[config.mk]
export PLATFORM = sky130hd
export DESIGN_NAME = microSeq
export DESIGN_NICKNAME = d
export VERILOG_FILES = /design/src/eboxPkg.sv /design/src/microSeq.sv
export SDC_FILE = /design/constraint.sdc
export NUM_CORES = 1
export LEC_CHECK = 0
export BUFFER_PORTS_ARGS = -buffer_cell sky130_fd_sc_hd__buf_4
export CAP_MARGIN = 40
export CELL_PAD_IN_SITES_DETAIL_PLACEMENT = 2
export CELL_PAD_IN_SITES_GLOBAL_PLACEMENT = 2
export CORE_MARGIN = 2
export CORE_UTILIZATION = 33
export CTS_CLUSTER_DIAMETER = 80
export DETAILED_ROUTE_END_ITERATION = 10
export PLACE_DENSITY = 0.9
export RECOVER_POWER = 100
export SYNTH_ARGS = -nofsm -noshare
export SYNTH_HDL_FRONTEND = slang
export SYNTH_SLANG_ARGS = --single-unit
[constraint.sdc]
create_clock -name masterClk -period 3.5 [get_ports masterClk]
set_clock_uncertainty 0.1 [all_clocks]
set_input_delay 0.35 -clock masterClk [delete_from_list [all_inputs] [get_ports masterClk]]
set_output_delay 0.35 -clock masterClk [all_outputs]
set_load 0.01 [all_outputs]
[src/eboxPkg.sv]
package eboxPkg;

  localparam int CRAM_ADDR_W = 10;
  localparam int CRAM_DEPTH  = 1 << CRAM_ADDR_W;   // 1024 microwords
  localparam int CRAM_WORD_W = 24;
  localparam int HALF_W      = 18;                 // Half of a 36-bit word
  localparam int DIAG_W      = 24;
  localparam int BOARD_W     = 4;
  localparam int FUNC_W      = 3;
  localparam int RATE_W      = 2;
  localparam int PRESCALE_W  = (1 << RATE_W) - 1;  // Enough for divide by 8

  // Microword layout is op, jump, imm from the top down
  localparam int OP_W     = 4;
  localparam int IMM_W    = 10;
  localparam int OP_LSB   = CRAM_WORD_W - OP_W;
  localparam int JUMP_LSB = IMM_W;

  typedef logic [CRAM_ADDR_W-1:0] cramAddrT;
  typedef logic [CRAM_WORD_W-1:0] cramWordT;
  typedef logic [HALF_W-1:0]      halfWordT;
  typedef logic [DIAG_W-1:0]      diagDataT;
  typedef logic [BOARD_W-1:0]     boardSelT;
  typedef logic [RATE_W-1:0]      rateT;
  typedef logic [IMM_W-1:0]       immT;

  localparam boardSelT BOARD_CLK  = 4'd0;
  localparam boardSelT BOARD_CRAM = 4'd1;

  typedef enum logic [FUNC_W-1:0] {
    clkNop      = 3'd0,
    clkStart    = 3'd1,
    clkStop     = 3'd2,
    clkStep     = 3'd3,
    clkSetRate  = 3'd4,  // Rate in data bits 1..0
    clkClrReset = 3'd6,
    clkSetReset = 3'd7
  } clkFuncE;

  typedef enum logic [FUNC_W-1:0] {
    cramLoadAddr = 3'd0,
    cramWrite    = 3'd1,
    cramRead     = 3'd2
  } cramFuncE;

  typedef enum logic [OP_W-1:0] {
    uNop     = 4'd0,
    uJump    = 4'd1,
    uAddImm  = 4'd2,
    uLoadImm = 4'd3,
    uHalt    = 4'd4
  } uOpE;

  typedef enum logic [1:0] {
    seqIdle,
    seqFetch,
    seqExec,
    seqHalted
  } seqStateE;

  function automatic uOpE opOf(cramWordT w);
    return uOpE'(w[OP_LSB +: OP_W]);
  endfunction

  function automatic cramAddrT jumpOf(cramWordT w);
    return w[JUMP_LSB +: CRAM_ADDR_W];
  endfunction

  function automatic immT immOf(cramWordT w);
    return w[IMM_W-1:0];
  endfunction

endpackage

[src/microSeq.sv]
module microSeq import eboxPkg::*; (
  input  logic     masterClk,
  input  logic     arstN,
  input  logic     machReset,
  input  logic     tick,
  input  cramWordT fetchWord,
  output cramAddrT fetchAddr,
  output cramAddrT uPc,
  output halfWordT acc,
  output logic     halted,
  output logic     haltReq
);

  seqStateE state;
  uOpE      op;
  cramAddrT jumpAddr;
  halfWordT immVal;
  cramAddrT nextPc;
  logic     execNow;

  assign op       = opOf(fetchWord);
  assign jumpAddr = jumpOf(fetchWord);
  assign immVal   = halfWordT'(immOf(fetchWord));  // Zero extended
  assign execNow  = tick && (state == seqExec);

  always_comb begin
    case (op)
      uJump:   nextPc = jumpAddr;
      uHalt:   nextPc = uPc;         // Hold on halt
      default: nextPc = uPc + 1'b1;  // Nop and unknown ops fall through
    endcase
  end

  // Address the next word while executing so it is ready for the next tick
  assign fetchAddr = execNow ? nextPc : uPc;

  always_ff @(posedge masterClk or negedge arstN) begin
    if (!arstN) begin
      state <= seqIdle;
      uPc   <= '0;
      acc   <= '0;
    end else if (machReset) begin
      state <= seqIdle;
      uPc   <= '0;
      acc   <= '0;
    end else begin
      case (state)
        seqIdle: begin
          if (tick) begin
            state <= seqFetch;  // First tick primes the pipeline
          end
        end
        seqFetch: begin
          state <= seqExec;     // Word at uPc is now registered
        end
        seqExec: begin
          if (tick) begin
            uPc <= nextPc;
            case (op)
              uAddImm:  acc   <= acc + immVal;  // Wraps mod 2^18
              uLoadImm: acc   <= immVal;
              uHalt:    state <= seqHalted;
              default:  ;
            endcase
          end
        end
        default: ;              // Halted until machine reset
      endcase
    end
  end

  assign halted  = (state == seqHalted);
  assign haltReq = execNow && (op == uHalt);  // Drops run on the clock board

  // Architectural state only moves on a tick
  stableWithoutTick: assert property (
    @(posedge masterClk) disable iff (!arstN || machReset)
    !tick |=> ($stable(acc) && $stable(uPc))
  );

endmodule

## Word level (Yosys, flattened, before mapping)

Index checks and enable logic that the tools add are counted.

- Flip-flop bits (word level): 30
- Input port bits: 28
- Output and inout bits: 40

- Add/subtract/negate cells: 2
- Eq/ne operators: 10
- Multiplexer cells: 14
- Reductions and logical operators: 10

Operator list:

| kind | count |
|---|---|
| two-way mux 18 bit | 3 |
| two-way mux 10 bit | 4 |
| one-hot mux 18 bit (2 select lines) | 1 |
| one-hot mux 10 bit (2 select lines) | 1 |
| adder 18 x 10 -> 18 bit | 1 |
| adder 10 x 1 -> 10 bit, second input constant | 1 |
| equality test 4 x 2 -> 1 bit, second input constant | 2 |
| two-way mux 2 bit | 4 |
| != test 3 bit, second input constant | 2 |
| one-hot mux 2 bit (3 select lines) | 1 |
| equality test 2 bit, second input constant | 2 |
| equality test 4 x 1 -> 1 bit, second input constant | 1 |
| equality test 4 x 3 -> 1 bit, second input constant | 1 |
| AND reduction 4 bit | 1 |
| nonzero test 2 bit | 2 |
| nonzero test 4 bit | 1 |
| != test 3 x 2 -> 1 bit, second input constant | 1 |
| AND reduction 3 bit | 1 |
| nonzero test 3 bit | 1 |
| equality test 2 x 1 -> 1 bit, second input constant | 1 |
| logical AND 1 bit | 2 |
| logical NOT 2 bit | 1 |
| AND reduction 2 bit | 1 |

## Longest topological paths before layout

- Word-level depth: 5
- Mapped depth: 8
- Mapped depth without buffers: 7

## Least setup slack after synthesis

No wires, ideal clock.

- Kind: register to register
- Start point: register acc[0]
- End point: register acc[10]
- Arrival time: 2077 ps
- Data required time: 3274 ps
- Setup slack: 1197 ps
- Stages on the path, launching flop included: 7
- Cells stage by stage: dfrtp_1 > ha_1 > fa_1 > a21o_1 > a221oi_2 > a211oi_2 > a221o_1

- Word-level cells in the longest chain between the ends: 5

Ends and longest elaborated chain:

| what | line | source |
|---|---|---|
| from (decl) | microSeq.sv:9 | `output halfWordT acc,` |
| from (signal assigned) | microSeq.sv:60 | `uAddImm: acc <= acc + immVal;` |
| from (signal assigned) | microSeq.sv:61 | `uLoadImm: acc <= immVal;` |
| adder 18 x 10 -> 18 bit | microSeq.sv:60 |  |
| one-hot mux 18 bit (2 select lines) | microSeq.sv:59 | `case (op)` |
| two-way mux 18 bit | microSeq.sv:57 | `if (tick) begin` |
| two-way mux 18 bit | microSeq.sv:47 | `case (state)` |
| two-way mux 18 bit | microSeq.sv:42 | `end else if (machReset) begin` |

Every way passes these cells. The select of a mux whose other input is x is not followed.
A chain may end at the register's enable or synchronous reset.

## Worst setup path after layout

- Start point: register state[0]
- End point: output fetchAddr[3]

- Word-level cells in the longest chain between the ends: 3

Ends and longest elaborated chain:

| what | line | source |
|---|---|---|
| from (decl) | microSeq.sv:14 | `seqStateE state;` |
| from (signal assigned) | microSeq.sv:39 | `state <= seqIdle;` |
| from (signal assigned) | microSeq.sv:43 | `state <= seqIdle;` |
| from (signal assigned) | microSeq.sv:50 | `state <= seqFetch;` |
| equality test 2 bit | microSeq.sv:24 | `assign execNow = tick && (state == seqExec);` |
| logical AND 1 bit | microSeq.sv:24 |  |
| two-way mux 10 bit | microSeq.sv:35 | `assign fetchAddr = execNow ? nextPc : uPc;` |
| to (decl) | microSeq.sv:7 | `output cramAddrT fetchAddr,` |

Every way passes these cells.

==> results.json <==
{
  "num_vias": 2735,
  "drv_cap": 1,
  "numCtsBuffers": 5,
  "root_buffer": "clkbuf_8",
  "worst_pin_slew_ns": 1.85,
  "nets": 410,
  "fin_tns_setup_ns": 0,
  "post-synth-top-area-cell": "dfrtp_1",
  "syn-num-nets": 346,
  "fin_cells": 465,
  "vias_per_cell": 5.88,
  "syn_area_mm2": 0.00248,
  "area_growth_pct": 20.6,
  "antenna_left": 0,
  "drive_gt1_frac": 0.117,
  "clk_pin_slew_worst_paths_ns": 0.07,
  "dp_slack_ns": 0.903,
  "grt_max_degree": 31,
  "gp_congestion": 0.827,
  "ioPinCount": 68,
  "grt_util_all_layers": 0.243,
  "grt_pass1_wl_mm": 16.0,
  "min_path_type": "in2reg",
  "ys_types": 59,
  "cp-end-kind": "output pin",
  "synth_area_leaders": "dfrtp_1 30%, ha_1 7.6%, nand2_1 5.6%",
  "slew_headroom": -0.235,
  "drc": 0,
  "antenna_found_initial": 0,
  "start_util": 0.342,
  "dp_hpwl_mm": 7.25,
  "rsz0062_at_grt": "false",
  "p_leak_nw": 1.25,
  "grt_pass1_vias": 3011,
  "required_ns": 3.05,
  "power_density_mw_per_mm2": 318,
  "synth-edff-count": 0,
  "drt-total-wl_mm": 9.90,
  "synthCells": 302,
  "cts_tree": "done",
  "portBuffers": 67,
  "synthFlopType": "dfrtp_1",
  "ys_ff_latch": 30,
  "async_flop_share": 1.00,
  "yosysWarnings": 0,
  "period_needed_ns": 3.09,
  "dp_cells": 457,
  "die_w_um": 90.7,
  "period_share": 0.883,
  "drv_slew": 31,
  "clk_latency_ns": 0.29,
  "cts_num_sinks": 30,
  "wl_per_cell_um": 21.3,
  "ys_seq_area_frac": 0.303,
  "syn_area_per_cell_um2": 8.22,
  "dieArea_mm2": 0.00823,
  "synth_top_area_frac": 0.303,
  "fp-row-count": 31,
  "fin_ws_ns": 0.409,
  "htree_levels": 2,
  "violations": "max-capacitance violations, max-slew violations",
  "core_area_mm2": 0.00725,
  "drtPass1Iterations": 4,
  "critical_path_class": "reg2out",
  "diodes": 0,
  "fmax_mhz": 324,
  "drt_iter0_drc": 55,
  "setup_viol": 0,
  "worst_ep_arrival_time_ns": 2.64,
  "hold_violations": 0,
  "ir_worst_vdd_v": 0.000142,
  "worst_setup_path_start_kind": "flip-flop",
  "post-cts-setup-buffers": 0,
  "cp_max_fo": 13,
  "overflow": 0,
  "clock_path_buffers": 2,
  "hold-worst-slack_ns": 0.247,
  "die_y_um": 90.7,
  "outcome": "finished, violations left"
}
==> cell usage in the layout, fill, tap and decap left out, types with 9 or more instances in the layout <==
master    count
buf_4        29
nor3_1        9
ha_1         15
nor2_1       21
clkbuf_1     41
inv_1        11
o21ai_0      16
nand2_1      39
a21oi_1      21
dfrtp_1      30
==> cells by family after synthesis <==
logic type / synth area share
compound gates: 0.290
flops: 0.303
xor+xnor: 0.0247
mux: 0.00807
simple gates: 0.250
buf+inv: 0.0414
fa+ha+maj: 0.0837
==> metal layers <==
metal	GRT usage	routed length [µm]
met1	0.282	4090
met2	0.451	5280
met3	0.0367	365
met4	0.0821	157
met5	0	0
==> state kept, by name, summed over array words and instances (netlist names) <==
signal,count
uPc,10
state,2
acc,18
==> timing repair <==
item | in CTS | in global routing
resized for setup | 0 | 0
hold buffers | 1 | 0
hold endpoints to repair | 30 | 0
==> path summary, 6_finish.rpt <==
path	cells past startpoint	slack, ns	startpoint	end
hold reg to reg	1	0.46	acc[14]	acc[14]
min in group asynchronous	2	1.04	arstN	uPc[1]
max in group asynchronous	2	1.20	arstN	acc[3]
setup / recovery	7	0.41	state[0]	fetchAddr[3]
hold / removal	3	0.25	fetchWord[0]	acc[0]
setup reg to reg	8	0.71	state[0]	acc[12]
==> layout make-up <==
| class | count | area, µm² |
|---|---|---|
| clock buffers | 5 | 68.8 |
| clock inverters | 2 | 10.0 |
| fillers | 867 | 4260 |
| inverters | 11 | 41.3 |
| multi-input cells | 247 | 1620 |
| flip-flops and latches | 30 | 751 |
| well taps | 99 | 124 |
| repair buffers | 71 | 382 |
==> where the power goes <==
part	total, mW	leakage, nW	switching (mW)	internal [mW]
logic	0.284	0.792	0.179	0.106
registers	0.386	0.417	0.0218	0.364
clock network	0.280	0.0438	0.147	0.133
total	0.951	1.25	0.347	0.603
==> stage by stage <==
| stage | total power, mW | util | area (µm²) |
|---|---|---|---|
| final | 0.951 | 0.413 | 2990 |
| after CTS | 0.976 | 0.435 | 3160 |
| after global placement | 0.663 | 0.423 | 3070 |
| after floorplan | 0.563 | - | 2480 |
| after global routing | 1.00 | 0.413 | 2990 |
| after detailed placement | 0.685 | 0.423 | 3070 |
==> cell usage after synthesis (all sizes together) (6+ instances only) <==
cell     n
a211oi   6
nor2    21
o211ai   9
nand2   39
o21ai   16
a21oi   21
and2    11
a21o     8
dfrtp   30
clkbuf   9
a31oi    6
nor3    10
ha      15
inv     11
nand3    8
==> worst max-delay path: stages (launching register included) <==
cell      delay, ns
dfrtp_1        0.40
inv_1          0.12
ha_1           0.21
nand2_1        0.33
nor2_1         0.37
nand2_1        0.18
o311ai_0       0.52
buf_4          0.21
(Power assumes the default switching activity.)
