$ cat src/eboxPkg.sv
package eboxPkg;

  localparam int CRAM_ADDR_W = 10;
  localparam int CRAM_DEPTH  = 1 << CRAM_ADDR_W;   // 1024 microwords
  localparam int CRAM_WORD_W = 24;
  localparam int HALF_W      = 18;                 // Half of a 36-bit word
  localparam int DIAG_W      = 24;
  localparam int BOARD_W     = 4;
  localparam int FUNC_W      = 3;
  localparam int RATE_W      = 2;
  localparam int PRESCALE_W  = (1 << RATE_W) - 1;  // Enough for divide by 8

  // Microword layout is op, jump, imm from the top down
  localparam int OP_W     = 4;
  localparam int IMM_W    = 10;
  localparam int OP_LSB   = CRAM_WORD_W - OP_W;
  localparam int JUMP_LSB = IMM_W;

  typedef logic [CRAM_ADDR_W-1:0] cramAddrT;
  typedef logic [CRAM_WORD_W-1:0] cramWordT;
  typedef logic [HALF_W-1:0]      halfWordT;
  typedef logic [DIAG_W-1:0]      diagDataT;
  typedef logic [BOARD_W-1:0]     boardSelT;
  typedef logic [RATE_W-1:0]      rateT;
  typedef logic [IMM_W-1:0]       immT;

  localparam boardSelT BOARD_CLK  = 4'd0;
  localparam boardSelT BOARD_CRAM = 4'd1;

  typedef enum logic [FUNC_W-1:0] {
    clkNop      = 3'd0,
    clkStart    = 3'd1,
    clkStop     = 3'd2,
    clkStep     = 3'd3,
    clkSetRate  = 3'd4,  // Rate in data bits 1..0
    clkClrReset = 3'd6,
    clkSetReset = 3'd7
  } clkFuncE;

  typedef enum logic [FUNC_W-1:0] {
    cramLoadAddr = 3'd0,
    cramWrite    = 3'd1,
    cramRead     = 3'd2
  } cramFuncE;

  typedef enum logic [OP_W-1:0] {
    uNop     = 4'd0,
    uJump    = 4'd1,
    uAddImm  = 4'd2,
    uLoadImm = 4'd3,
    uHalt    = 4'd4
  } uOpE;

  typedef enum logic [1:0] {
    seqIdle,
    seqFetch,
    seqExec,
    seqHalted
  } seqStateE;

  function automatic uOpE opOf(cramWordT w);
    return uOpE'(w[OP_LSB +: OP_W]);
  endfunction

  function automatic cramAddrT jumpOf(cramWordT w);
    return w[JUMP_LSB +: CRAM_ADDR_W];
  endfunction

  function automatic immT immOf(cramWordT w);
    return w[IMM_W-1:0];
  endfunction

endpackage

$ cat src/diagBusIf.sv
interface diagBusIf import eboxPkg::*; ();

  logic                cmdValid;  // One cycle per strobe
  boardSelT            board;
  logic [FUNC_W-1:0]   func;      // Board specific function code
  diagDataT            data;

  // Decoder side
  modport master (
    output cmdValid,
    output board,
    output func,
    output data
  );

  // Clock and CRAM boards
  modport slave (
    input cmdValid,
    input board,
    input func,
    input data
  );

endinterface

$ cat src/diagDecode.sv
module diagDecode import eboxPkg::*; (
  input  logic       masterClk,
  input  logic       arstN,
  input  logic       diagStrobe,
  input  logic [6:0] diagFunc,
  input  diagDataT   diagData,
  diagBusIf.master   bus
);

  logic [1:0] strobeSync;   // Two-stage synchronizer
  logic       strobeLast;   // Previous synchronized level
  logic       strobeRise;

  // Front end strobe is a slow level from another domain
  assign strobeRise = strobeSync[1] && !strobeLast;

  always_ff @(posedge masterClk or negedge arstN) begin
    if (!arstN) begin
      strobeSync <= '0;
      strobeLast <= 1'b0;
    end else begin
      strobeSync <= {strobeSync[0], diagStrobe};
      strobeLast <= strobeSync[1];
    end
  end

  always_ff @(posedge masterClk or negedge arstN) begin
    if (!arstN) begin
      bus.cmdValid <= 1'b0;
    end else begin
      bus.cmdValid <= strobeRise;  // Third edge after first sample
    end
  end

  // Function and data are steady while the strobe is high
  always_ff @(posedge masterClk) begin
    if (strobeRise) begin
      bus.board <= diagFunc[FUNC_W +: BOARD_W];  // Upper 4 bits
      bus.func  <= diagFunc[FUNC_W-1:0];
      bus.data  <= diagData;
    end
  end

  // A held strobe must yield a single command
  cmdSinglePulse: assert property (
    @(posedge masterClk) disable iff (!arstN)
    bus.cmdValid |=> !bus.cmdValid
  );

endmodule

$ cat src/flat_wrapper.sv
// flat-port wrapper written by rule: the top's interface ports become plain ports
module diagDecode_flat import eboxPkg::*;
  (masterClk, arstN, diagStrobe, diagFunc, diagData, bus_cmdValid, bus_board, bus_func, bus_data);
  diagBusIf bus_i ();
  input  logic masterClk;
  input  logic arstN;
  input  logic diagStrobe;
  input  logic [6:0] diagFunc;
  input  diagDataT diagData;
  output wire logic [$bits(bus_i.cmdValid)-1:0] bus_cmdValid;
  output wire logic [$bits(bus_i.board)-1:0] bus_board;
  output wire logic [$bits(bus_i.func)-1:0] bus_func;
  output wire logic [$bits(bus_i.data)-1:0] bus_data;
  assign bus_cmdValid = bus_i.cmdValid;
  assign bus_board = bus_i.board;
  assign bus_func = bus_i.func;
  assign bus_data = bus_i.data;
  diagDecode u_core (.masterClk(masterClk), .arstN(arstN), .diagStrobe(diagStrobe), .diagFunc(diagFunc), .diagData(diagData), .bus(bus_i));
endmodule
$ cat config.mk
export PLATFORM = sky130hd
export DESIGN_NAME = diagDecode_flat
export DESIGN_NICKNAME = d
export VERILOG_FILES = /design/src/eboxPkg.sv /design/src/diagBusIf.sv /design/src/diagDecode.sv /design/src/flat_wrapper.sv
export SDC_FILE = /design/constraint.sdc
export NUM_CORES = 1
export LEC_CHECK = 0
export ABC_AREA = 0
export BUFFER_PORTS_ARGS = -buffer_cell sky130_fd_sc_hd__buf_2
export CAP_MARGIN = 20
export CORE_MARGIN = 3
export CORE_UTILIZATION = 43
export CTS_BUF_LIST = sky130_fd_sc_hd__clkbuf_8
export DETAILED_ROUTE_END_ITERATION = 7
export GPL_ROUTABILITY_DRIVEN = 0
export PLACE_DENSITY_LB_ADDON = 0.12
export SLEW_MARGIN = 40
export SYNTH_ARGS = -nofsm -noshare
export SYNTH_HDL_FRONTEND = slang
export SYNTH_SLANG_ARGS = --single-unit
export TNS_END_PERCENT = 50
$ cat constraint.sdc
create_clock -name masterClk -period 1.44 [get_ports masterClk]
set_input_delay 0.144 -clock masterClk [delete_from_list [all_inputs] [get_ports masterClk]]
set_output_delay 0.144 -clock masterClk [all_outputs]
set_load 0.05 [all_outputs]
* Word level (Yosys, flattened, before mapping)
Cells that the tools add are included.
Storage, ports and cells: register bits 35, latch bits 0, RAM bits 0, bits in read-only memories 0, input bits 34, output and inout bits 32, word-level logic and storage cells 8, memories 0
Cells by class: add/subtract/negate cells 0, multipliers 0, divide/modulo/power cells 0, magnitude comparators 0, equal/unequal tests 0, shift operators 0, multiplexer cells 0, bitwise gates (word level) 0, reduce and logical (&&, ||, !) cells 2
Operators by type and width (count):
- $logic_and 1x1->1 | 1
- $logic_not 1->1 | 1

* Longest topological paths before layout
depth in word-level cells 2, gate-level depth with buffers 1, gate-level depth less buffers 1

* Least setup slack after synthesis
OpenSTA, ideal clock, no wires.
path type register to register, start reg u_core.strobeLast, end reg u_core.bus.board[0], enable pin, setup time 378 ps, arrival time 904 ps, data required time 1062 ps, path slack 158 ps, stages on the path, launching flop included 2, path buffers 0, period minus slack after synthesis 1282 ps, cell sequence dfrtp_1 nor2b_4
Between the ends: cells in the longest elaborated chain, start to end 2
RTL lines:
- from (decl) | RTL line diagDecode.sv:11 | logic strobeLast;
- from (signal assigned) | RTL line diagDecode.sv:23 | strobeLast <= strobeSync[1];
- $logic_not 1->1 | RTL line diagDecode.sv:15 | assign strobeRise = strobeSync[1] && !strobeLast;
- $logic_and 1x1->1 | RTL line diagDecode.sv:15
- via u_core.strobeRise | RTL line diagDecode.sv:12 | logic strobeRise;
- to (signal assigned) | RTL line diagDecode.sv:38 | bus.board <= diagFunc[FUNC_W +: BOARD_W];
- to (decl) | RTL line diagBusIf.sv:11 | output board,
The timed path passes the listed nets, and every way through them passes these cells. A chain may end at the register's enable or synchronous reset.

* Worst setup path in the final report
start reg u_core.strobeLast, end reg u_core.bus.data[10], enable pin
Between the ends: cells in the longest elaborated chain, start to end 2
RTL lines:
- $logic_not 1->1 | RTL line diagDecode.sv:15
- $logic_and 1x1->1 | RTL line diagDecode.sv:15
- via u_core.strobeRise | RTL line diagDecode.sv:12
- to (signal assigned) | RTL line diagDecode.sv:40 | bus.data <= diagData;
- to (decl) | RTL line diagBusIf.sv:13 | output data
The timed path passes the listed nets, and every way through them passes these cells.

==> metrics.md <==
| Metric | Value |
|---|---|
| Status | `finished clean` |
| Die area | `~3100 µm²` |
| Initial Util | `0.463` |
| Final worst slack | `roughly 0.37 ns` |
| Most frequent cells in the layout | `65 x buf_2, 31 x edfxtp_1, 5 x clkbuf_8` |
| Mapped Cells | `36` |
| Max-cap violations | `0` |
| Crit-path slowest cell | `dfrtp_1` |
| Slew HR | `0.830` |
| Row cnt | `17` |
| Worst setup path end | `u_core.bus.data[10]` |
| Worst Setup Path Type | `reg2reg` |
| Pre-CTS setup slack | `0.372 ns` |
| Die X | `roughly 55 µm` |
| Critical path depth | `2` |
| Final clock skew | `0.00609 ns` |
| Least-Margin Pin Slew | `around 0.26 ns` |
| Clock latency on the worst-skew pair | `approximately 0.27 ns` |
| Largest net degree at the start of global routing | `19` |
| Number of library cell types mapped by synthesis | `3` |
| Delay of the slowest critical-path stage | `0.39 ns` |
| Min-Delay Startpoint | `diagData[13]` |
| Overflow after GRT | `0` |
| Clock root buffer | `clkbuf_8` |
| Sw Share | `0.245` |
| Final Cycle Share | `0.741` |
| Fillers | `approximately 160` |
| Buf+Inv Stages, Crit Path | `1` |
| Final HPWL DP | `1370 µm` |
| Post-layout net count | `between 100 and 150` |
| Warnings from Yosys | `0` |
| Final Critical Period | `~1.1 ns` |
| R2R Path Start | `u_core.strobeLast` |
| Post-CTS setup buffers | `0` |
| Reg2Reg Depth | `2` |
| Total GRT Usage | `0.118` |
| CTS tree | `yes` |
| Vias in the first global route | `about 580` |
| Avg Inst Size Synth | `around 29 µm²` |
| Seq/Total Area, Yosys | `0.987` |
| Startpoint Class | `register` |
| Max VDD drop | `between 1 and 1.5 mV` |
| Clk pwr share | `0.321` |
| Cts hold-fix bufs | `2` |
| CP top delay family | `flip-flops` |
| Pwr/cell area | `approximately 1300 nW/µm²` |
| Vias post-DR | `between 500 and 600` |
| Unrepaired setup endpoints after global routing | `no` |
| Starting DRT DRC Count | `14` |
| Clock buffer depth | `2` |
| Fmax | `about 0.94 GHz` |
| Sw power | `about 0.0005 W` |
| Most common cell after layout, fill and taps aside | `buf_2` |
| TritonCTS Sinks | `35` |
| Share of cells above drive strength 1 | `0.673` |
| Leakage Power | `0.661 nW` |
| R2r setup slk | `about 0.37 ns` |
| Mapped Area | `between 1000 and 1500 µm²` |
| Syn Nets | `70` |
| Logic gate share of total power | `0.114` |
| Drt total wl | `about 1700 µm` |
| Clk slew on worst S/H paths | `0.07 ns` |
| Reg power frac | `0.566` |
| Worst min-delay path category | `in2reg` |
| Ports | `66` |
| CP max FO | `18` |
| PortBufs | `65` |
| First-pass GRT wire length | `~2700 µm` |
| Vias per inst | `4.22` |
| Final hold violations | `0` |
| DRC Markers | `0` |
| Final setup TNS | `0 ns` |
| Worst endpoint required time | `approximately 1.4 ns` |
| Die Span Y | `~55 µm` |
| Core area | `between 2000 and 2500 µm²` |
| Crit. End Element | `register` |
| Area growth from synthesis to layout | `46.3%` |
| Internal power | `0.00155 W` |
| Critical path data arrival time | `roughly 1.0 ns` |
| Pre-antenna DRT Iters | `4` |
| Routed Antenna Nets | `0` |
| Crit-path cells | `nor2b_4 -> buf_4` |
| # H-tree levels | `2` |
| Setup violators final | `0` |
| R2R Path End | `u_core.bus.data[10]` |
| CTS buffer count | `5` |
| Initial antenna violation count | `0` |
| Synthesized flop and latch total | `35` |
| Slew Viols, Final | `0` |
| WL/cell | `12.3 µm` |
| Post-CTS sizing | `0` |
| N_diodes | `0` |
| Critical Path Start | `u_core.strobeLast` |
==> worst reg2reg max path, cell delays in order, from the launching register on <==
cell,delay (ns)
dfrtp_1,0.39
nor2b_4,0.11
buf_4,0.25
==> worst min-delay path by stage <==
stage	end	slack [ns]	cells after the start
floorplan	u_core.bus.cmdValid	-0.15	0
global placement	u_core.strobeSync[0]	-0.05	1
detailed placement	u_core.strobeSync[0]	-0.04	1
CTS	u_core.bus.data[23]	0.03	1
global route	u_core.bus.data[5]	0.02	1
finish	u_core.bus.data[13]	0.04	1
==> power by group through the flow <==
stage	logic (W)	clock network (W)	registers [W]
floorplan	0.0000144	0	0.00132
global placement	0.000230	0	0.00119
detailed placement	0.000233	0	0.00119
CTS	0.000237	0.000685	0.00117
global route	0.000245	0.000740	0.00117
finish	0.000234	0.000660	0.00117
==> logic make-up (layout without fill, tap and decap cells) <==
group         after synthesis  after routing  share of synthesized area
flops                      35             35                      0.987
simple gates                1              1                     0.0132
buf+inv                     0             77                          0
==> flip-flops by register name (all words and copies together) (netlist names) <==
register	flops
u_core.bus.board	4
u_core.bus.cmdValid	1
u_core.bus.data	24
u_core.bus.func	3
u_core.strobeLast	1
u_core.strobeSync	2
==> cell usage after synthesis <==
master	number	area, µm²
dfrtp_1	4	100
edfxtp_1	31	931
nor2b_4	1	13.8
==> final cells by class <==
| class | count | area [µm²] | area share |
|---|---|---|---|
| clock buffers | 5 | 68.8 | 0.0450 |
| clock inverters | 3 | 20.0 | 0.0131 |
| multi-input cells | 1 | 13.8 | 0.00900 |
| flip-flops and latches | 35 | 1030 | 0.674 |
| well taps | 28 | 35.0 | 0.0229 |
| repair buffers | 69 | 360 | 0.236 |
==> routing by layer <==
layer,global-route usage,share of wire,wire length (µm),vias up
met1,0.135,0.38,664,264
met4,0.0417,0,0,0
li1,-,-,-,291
met5,0,0,0,-
met2,0.193,0.50,871,40
met3,0.0561,0.11,197,0
==> through the flow <==
step / hold WS, ns / area (µm²) / instances / total power, W / utilization
final: 0.0397 / 1530 / 141 / 0.00206 / 0.678
after global routing: 0.0193 / 1530 / 141 / 0.00215 / 0.678
after CTS: 0.0273 / 1530 / 141 / 0.00209 / 0.678
after detailed placement: -0.0449 / 1420 / 131 / 0.00142 / 0.630
after global placement: -0.0473 / 1420 / 131 / 0.00142 / 0.630
after floorplan: -0.152 / 1040 / 36 / 0.00133 / -
(Power assumes the default switching activity.)
