$ cat src/eboxPkg.sv
package eboxPkg;

  localparam int CRAM_ADDR_W = 10;
  localparam int CRAM_DEPTH  = 1 << CRAM_ADDR_W;   // 1024 microwords
  localparam int CRAM_WORD_W = 24;
  localparam int HALF_W      = 18;                 // Half of a 36-bit word
  localparam int DIAG_W      = 24;
  localparam int BOARD_W     = 4;
  localparam int FUNC_W      = 3;
  localparam int RATE_W      = 2;
  localparam int PRESCALE_W  = (1 << RATE_W) - 1;  // Enough for divide by 8

  // Microword layout is op, jump, imm from the top down
  localparam int OP_W     = 4;
  localparam int IMM_W    = 10;
  localparam int OP_LSB   = CRAM_WORD_W - OP_W;
  localparam int JUMP_LSB = IMM_W;

  typedef logic [CRAM_ADDR_W-1:0] cramAddrT;
  typedef logic [CRAM_WORD_W-1:0] cramWordT;
  typedef logic [HALF_W-1:0]      halfWordT;
  typedef logic [DIAG_W-1:0]      diagDataT;
  typedef logic [BOARD_W-1:0]     boardSelT;
  typedef logic [RATE_W-1:0]      rateT;
  typedef logic [IMM_W-1:0]       immT;

  localparam boardSelT BOARD_CLK  = 4'd0;
  localparam boardSelT BOARD_CRAM = 4'd1;

  typedef enum logic [FUNC_W-1:0] {
    clkNop      = 3'd0,
    clkStart    = 3'd1,
    clkStop     = 3'd2,
    clkStep     = 3'd3,
    clkSetRate  = 3'd4,  // Rate in data bits 1..0
    clkClrReset = 3'd6,
    clkSetReset = 3'd7
  } clkFuncE;

  typedef enum logic [FUNC_W-1:0] {
    cramLoadAddr = 3'd0,
    cramWrite    = 3'd1,
    cramRead     = 3'd2
  } cramFuncE;

  typedef enum logic [OP_W-1:0] {
    uNop     = 4'd0,
    uJump    = 4'd1,
    uAddImm  = 4'd2,
    uLoadImm = 4'd3,
    uHalt    = 4'd4
  } uOpE;

  typedef enum logic [1:0] {
    seqIdle,
    seqFetch,
    seqExec,
    seqHalted
  } seqStateE;

  function automatic uOpE opOf(cramWordT w);
    return uOpE'(w[OP_LSB +: OP_W]);
  endfunction

  function automatic cramAddrT jumpOf(cramWordT w);
    return w[JUMP_LSB +: CRAM_ADDR_W];
  endfunction

  function automatic immT immOf(cramWordT w);
    return w[IMM_W-1:0];
  endfunction

endpackage

$ cat src/diagBusIf.sv
interface diagBusIf import eboxPkg::*; ();

  logic                cmdValid;  // One cycle per strobe
  boardSelT            board;
  logic [FUNC_W-1:0]   func;      // Board specific function code
  diagDataT            data;

  // Decoder side
  modport master (
    output cmdValid,
    output board,
    output func,
    output data
  );

  // Clock and CRAM boards
  modport slave (
    input cmdValid,
    input board,
    input func,
    input data
  );

endinterface

$ cat src/clkCtl.sv
module clkCtl import eboxPkg::*; (
  input  logic    masterClk,
  input  logic    arstN,
  input  logic    crobar,
  diagBusIf.slave bus,
  input  logic    haltReq,
  output logic    machReset,
  output logic    running,
  output logic    tick
);

  clkFuncE               func;
  logic                  clkCmd;
  logic                  stepReq;   // One-shot from a step command
  rateT                  rate;
  logic [PRESCALE_W-1:0] divCnt;
  logic [PRESCALE_W-1:0] rateMask;
  logic                  runTick;

  assign clkCmd = bus.cmdValid && (bus.board == BOARD_CLK);
  assign func   = clkFuncE'(bus.func);

  always_ff @(posedge masterClk or negedge arstN) begin
    if (!arstN) begin
      machReset <= 1'b1;
      running   <= 1'b0;
      rate      <= '0;
      stepReq   <= 1'b0;
    end else if (crobar) begin  // Power-on clear
      machReset <= 1'b1;
      running   <= 1'b0;
      rate      <= '0;
      stepReq   <= 1'b0;
    end else begin
      stepReq <= 1'b0;
      if (haltReq) begin
        running <= 1'b0;        // Sequencer hit a halt
      end
      if (clkCmd) begin
        case (func)
          clkStart:    running   <= 1'b1;
          clkStop:     running   <= 1'b0;
          clkStep:     stepReq   <= 1'b1;
          clkSetRate:  rate      <= bus.data[RATE_W-1:0];
          clkClrReset: machReset <= 1'b0;
          clkSetReset: machReset <= 1'b1;
          default:     ;        // Nop and unused codes
        endcase
      end
    end
  end

  // Prescaler only counts while running so every start has the same phase
  always_ff @(posedge masterClk or negedge arstN) begin
    if (!arstN) begin
      divCnt <= '0;
    end else if (crobar || !running || machReset) begin
      divCnt <= '0;
    end else begin
      divCnt <= divCnt + 1'b1;
    end
  end

  assign rateMask = ~({PRESCALE_W{1'b1}} << rate);  // 2^rate - 1
  assign runTick  = running && ((divCnt & rateMask) == rateMask);
  assign tick     = !machReset && (runTick || stepReq);

  noTickInReset: assert property (
    @(posedge masterClk) disable iff (!arstN)
    machReset |-> !tick
  );

endmodule

$ cat src/flat_wrapper.sv
// flat-port wrapper written by rule: the top's interface ports become plain ports
module clkCtl_flat import eboxPkg::*;
  (masterClk, arstN, crobar, haltReq, machReset, running, tick, bus_cmdValid, bus_board, bus_func, bus_data);
  diagBusIf bus_i ();
  input  logic masterClk;
  input  logic arstN;
  input  logic crobar;
  input  logic haltReq;
  output logic machReset;
  output logic running;
  output logic tick;
  input wire logic [$bits(bus_i.cmdValid)-1:0] bus_cmdValid;
  input wire logic [$bits(bus_i.board)-1:0] bus_board;
  input wire logic [$bits(bus_i.func)-1:0] bus_func;
  input wire logic [$bits(bus_i.data)-1:0] bus_data;
  assign bus_i.cmdValid = bus_cmdValid;
  assign bus_i.board = bus_board;
  assign bus_i.func = bus_func;
  assign bus_i.data = bus_data;
  clkCtl u_core (.masterClk(masterClk), .arstN(arstN), .crobar(crobar), .bus(bus_i), .haltReq(haltReq), .machReset(machReset), .running(running), .tick(tick));
endmodule
$ cat config.mk
export PLATFORM = sky130hd
export DESIGN_NAME = clkCtl_flat
export DESIGN_NICKNAME = d
export VERILOG_FILES = /design/src/eboxPkg.sv /design/src/diagBusIf.sv /design/src/clkCtl.sv /design/src/flat_wrapper.sv
export SDC_FILE = /design/constraint.sdc
export NUM_CORES = 1
export LEC_CHECK = 0
export BUFFER_PORTS_ARGS = -buffer_cell sky130_fd_sc_hd__buf_2
export CORE_AREA = 2 2 39 41
export DETAILED_ROUTE_END_ITERATION = 16
export DIE_AREA = 0 0 41 43
export PLACE_DENSITY = 0.7
export SYNTH_ARGS = -nofsm -noshare
export SYNTH_HDL_FRONTEND = slang
export SYNTH_SLANG_ARGS = --single-unit
$ cat constraint.sdc
create_clock -name masterClk -period 1.23 [get_ports masterClk]
set_input_delay 0.1845 -clock masterClk [delete_from_list [all_inputs] [get_ports masterClk]]
set_output_delay 0.1845 -clock masterClk [all_outputs]
set_load 0.05 [all_outputs]
After elaboration in Yosys (flattened, before gate mapping)
Index checks and enable logic that the tools add are counted.

cells by class
  bitwise operators = 2
  reduce and logical (&&, ||, !) cells = 14
  shifts and indexed selects = 1
  equality and inequality tests = 7
  muxes and demuxes = 14
  add/sub/neg operators = 1

operators by type and width
  kind                 number
  $eq 3x3->1 const B   3
  $mux 1               8
  $eq 3x2->1 const B   2
  $mux 2               3
  $logic_not 4->1      1
  $pmux 1 s2           2
  $reduce_and 2->1     2
  $reduce_bool 2->1    2
  $add 3x1->3 const B  1
  $and 3x3->3          1
  $eq 3x1->1 const B   1
  $eq 3x3->1           1
  $logic_and 1x1->1    3
  $logic_or 1x1->1     3
  $mux 3               1
  $not 3->3            1
  $reduce_bool 3->1    1
  $shl 3x2->3 const A  1
  $logic_not 1->1      2

storage, ports and cells
  input port bits = 36
  register bits = 8

Longest topological paths before layout
  word-level depth = 7
  mapped depth = 4
  depth with buffers taken out = 4

Least setup slack after synthesis
Ideal clock, no wire load.

  path kind = flip-flop to output port
  from = register u_core.running
  to = output port tick
  path buffers = 0
  cell stages (with the launch flop) = 4
  setup slack = -0.178 ns
  arrival time = 1.223 ns
  cell sequence = dfrtp_1 > o21ai_0 > a21oi_1 > o21ba_2

between the ends
  word-level cells in the longest chain between the ends = 3

ends and longest elaborated chain
  item                    line                text
  start, declared         clkCtl.sv:8         output logic running,
  start signal, assigned  clkCtl.sv:26        running <= 1'b0;
  start signal, assigned  clkCtl.sv:31        running <= 1'b0;
  start signal, assigned  clkCtl.sv:37        running <= 1'b0;
  $logic_and 1x1->1       clkCtl.sv:65        assign runTick = running && ((divCnt & rateMask) == rateMask);
  $logic_or 1x1->1        clkCtl.sv:66        assign tick = !machReset && (runTick || stepReq);
  $logic_and 1x1->1       clkCtl.sv:66
  end, declared           flat_wrapper.sv:11  output logic tick;

No other way between the ends.

Worst setup path in the final report
  from = register u_core.rate[0]
  to = output port tick

between the ends
  word-level cells in the longest chain between the ends = 7

ends and longest elaborated chain
  item                    line          text
  start, declared         clkCtl.sv:15  rateT rate;
  start signal, assigned  clkCtl.sv:44  clkSetRate: rate <= bus.data[RATE_W-1:0];
  $shl 3x2->3 (*)         clkCtl.sv:64  assign rateMask = ~({PRESCALE_W{1'b1}} << rate);
  $not 3->3 (*)           clkCtl.sv:64
  $and 3x3->3             clkCtl.sv:65
  $eq 3x3->1 (*)          clkCtl.sv:65
  $logic_and 1x1->1 (*)   clkCtl.sv:65
  $logic_or 1x1->1 (*)    clkCtl.sv:66
  $logic_and 1x1->1 (*)   clkCtl.sv:66

Mark *: on every way between the ends. The rest lies on a longest branch, timed or not.

==> impl_results.md <==
- Peak VDD IR: 562 uV
- Max-cap violations: 0
- Bufs on Longest Clock Path: 2
- Largest fanout on the critical path: 3
- Antenna Diode Count: 0
- Tmin final: 1.45 ns
- TritonCTS clock tree: done
- Worst hold slack: 0.147 ns
- DR pass1 iterations: 1
- RSZ-0062 raised after global routing: yes
- Post-DP HPWL: 721 um
- Synth Register Bits: 8
- Die Area: 0.00176 mm^2
- Mapped Cells: 38
- Fin util: 0.453
- Crit share post-route: 1.18
- H-tree depth: 1
- Leak: 0.307 nW
- IO Pins: 39
- Die Ht: 43 um
- TritonCTS Sinks: 8
- CTS Buf Count: 3
- Routed met1 length: 369 um
- Core area: 0.00138 mm^2
- GRT Util Overall: 0.128
- Initial antenna violation count: 0
- Skew final: 0.0102 ns
- First-pass GRT wire length: 1510 um
- Share of post-route cells with drive strength above 1: 0.523
- Run status: finished with violations
- Critical Path RT: 1.05 ns
- Post-synthesis sequential area ratio: 0.482
- Met3 wire len: 55 um
- Layout area overhead: 50.0%
- Final Hold Vio Count: 0
- Drt first-iter violations: 0
- Yosys cell types: 20
- Finished Layout Cells: 81
- Failing checks: negative setup slack
- Width of the chip: 41 um
- Syn. warnings: 0
- Top routing layer used: met4
- GPL Wtd Cong: 0.641
- Setup ws final: -0.216 ns
- Worst path cell trace: nor2_1 > o21ai_1 > a21oi_2 > o21ba_4 > buf_8
- Slew Viols, Final: 0
- WL met2: 436 um
- Worst skew pair latency: 0.26 ns
- Final setup fails: 1
- Placed cells: 74
- Post-Syn Area: 418 um^2
- Pre-CTS setup slack: -0.0867 ns
- Nets: 103
- Arrival time worst endpoint: 1.26 ns
- Crit-path max cell delay: 0.40 ns
- Vias in the first global route: 381
- Synth Area per Inst: 11.0 um^2
- Routed WL per cell: 10.9 um
- Register area: 203 um^2
- Synthesized Nets: 75
- Vias per cell: 4.79
- Tightest Hold Check Type: primary input to flop
- Global route overflow: 0
- Power Density: 853 mW/mm^2
- DRC: 0
- Setup CP Type: flop to output port
- Crit end category: output port
- Startpoint type of the worst setup path: flop
- I/O Buffers: 16
- Worst-Margin Slew: 0.297 ns
- Row Count: 14
- Relative slew slack: 0.799
- Fmax: 0.691 GHz
- Clock transition at path regs: 0.06 ns
- Post-DRT Antenna Nets: 0
- Pin count of the biggest net entering global routing: 9
- Critical Path Slowest Stage Cell: dfrtp_1
- Final wirelength: 881 um
- Initial Util: 0.302
- Worst R2R Setup Slack: 0.11 ns
- Vias: 388
- Root buf cell: clkbuf_4
- Filler cells: 149
- Area of the multi-input gates: 219 um^2
==> report_power, final <==
group          switching (W)  total [W]  internal (W)
sequential       0.000000311   0.000264      0.000264
clock              0.0000954   0.000220      0.000124
combinational      0.0000260  0.0000507     0.0000247
==> worst paths after layout <==
check,from,endpoint,cells after the start
min,crobar,u_core.running,2
min reg2reg,u_core.divCnt[0],u_core.divCnt[0],2
min in group asynchronous,arstN,u_core.divCnt[2],2
max reg2reg,u_core.running,u_core.divCnt[0],3
max in group asynchronous,arstN,u_core.machReset,2
max,u_core.rate[0],tick,5
==> final cells by class <==
| cell class | instances | area share |
|---|---|---|
| multi-input combinational | 27 | 0.349 |
| sequential | 8 | 0.323 |
| timing repair buffer | 23 | 0.236 |
| clock buffer | 4 | 0.0419 |
| tap | 16 | 0.0319 |
| inverter | 3 | 0.0180 |
==> cells in the mapped netlist, drive strengths merged <==
master / number / share of area
nand3: 1 / 0.024
a21oi: 2 / 0.024
or3b: 1 / 0.021
nor4b: 1 / 0.021
nand4b: 2 / 0.042
o21ai: 2 / 0.024
nor2: 6 / 0.054
nor3b: 1 / 0.030
nor2b: 1 / 0.015
inv: 3 / 0.027
nand4: 1 / 0.015
xnor2: 1 / 0.021
dfstp: 1 / 0.063
o21ba: 1 / 0.024
nor3: 1 / 0.039
ha: 1 / 0.030
nand2b: 1 / 0.015
o311ai: 1 / 0.021
mux2i: 3 / 0.072
dfrtp: 7 / 0.42
==> cell families (layout without fill, tap and decap cells) <==
| group | count (synthesis) | in the layout | share of synthesized area |
|---|---|---|---|
| AO/OA/AOI/OAI | 6 | 6 | 0.0928 |
| XOR/XNOR | 1 | 1 | 0.0210 |
| adder cells (fa/ha/maj) | 1 | 1 | 0.0299 |
| buffers and inverters | 3 | 30 | 0.0269 |
| flip-flops | 8 | 8 | 0.482 |
| multiplexers | 3 | 3 | 0.0719 |
| AND/OR/NAND/NOR | 16 | 16 | 0.275 |
==> state kept, by name, indices dropped and copies added (netlist names) <==
register and cells:
u_core.divCnt 3, u_core.rate 2, u_core.machReset 1, u_core.running 1
u_core.stepReq 1
==> layout by cell type (no fill, tap or decap), drive strengths merged, types with 2 or more instances in the layout <==
cell and count:
nand4b 2, o21ai 2, dfrtp 7, buf 22
mux2i 3, a21oi 2, clkbuf 4, nor2 6
inv 3
==> stage by stage <==
stage	area (um^2)	total power (W)	TNS [ns]
floorplan	425	0.000281	0
global placement	556	0.000316	-0.0659
detailed placement	556	0.000318	-0.0867
CTS	617	0.000544	-0.260
global route	627	0.000564	-0.279
finish	627	0.000535	-0.216
==> routing by layer <==
layer,global-route usage,up-vias
met5,0,-
met4,0.0600,0
met3,0.0314,2
met2,0.191,15
met1,0.165,180
li1,-,191
==> timing repair <==
item / CTS / global route
setup buffers: 1 / 1
resized for setup: 7 / 2
endpoints found under the setup margin: 2 / 2
hold endpoints to repair: 8 / 0
pin swaps: 4 / 2
hold buffers: 1 / 0
==> worst max-delay path, delay by kind of cell (launching register included) <==
kind                   cells  cell delay (ns)
DFF                        1             0.40
and+or+nand+nor            1             0.11
AOI/OAI and AO/OA          3             0.36
buffers and inverters      1             0.14
Note: power is estimated with default switching activity, not from simulation.
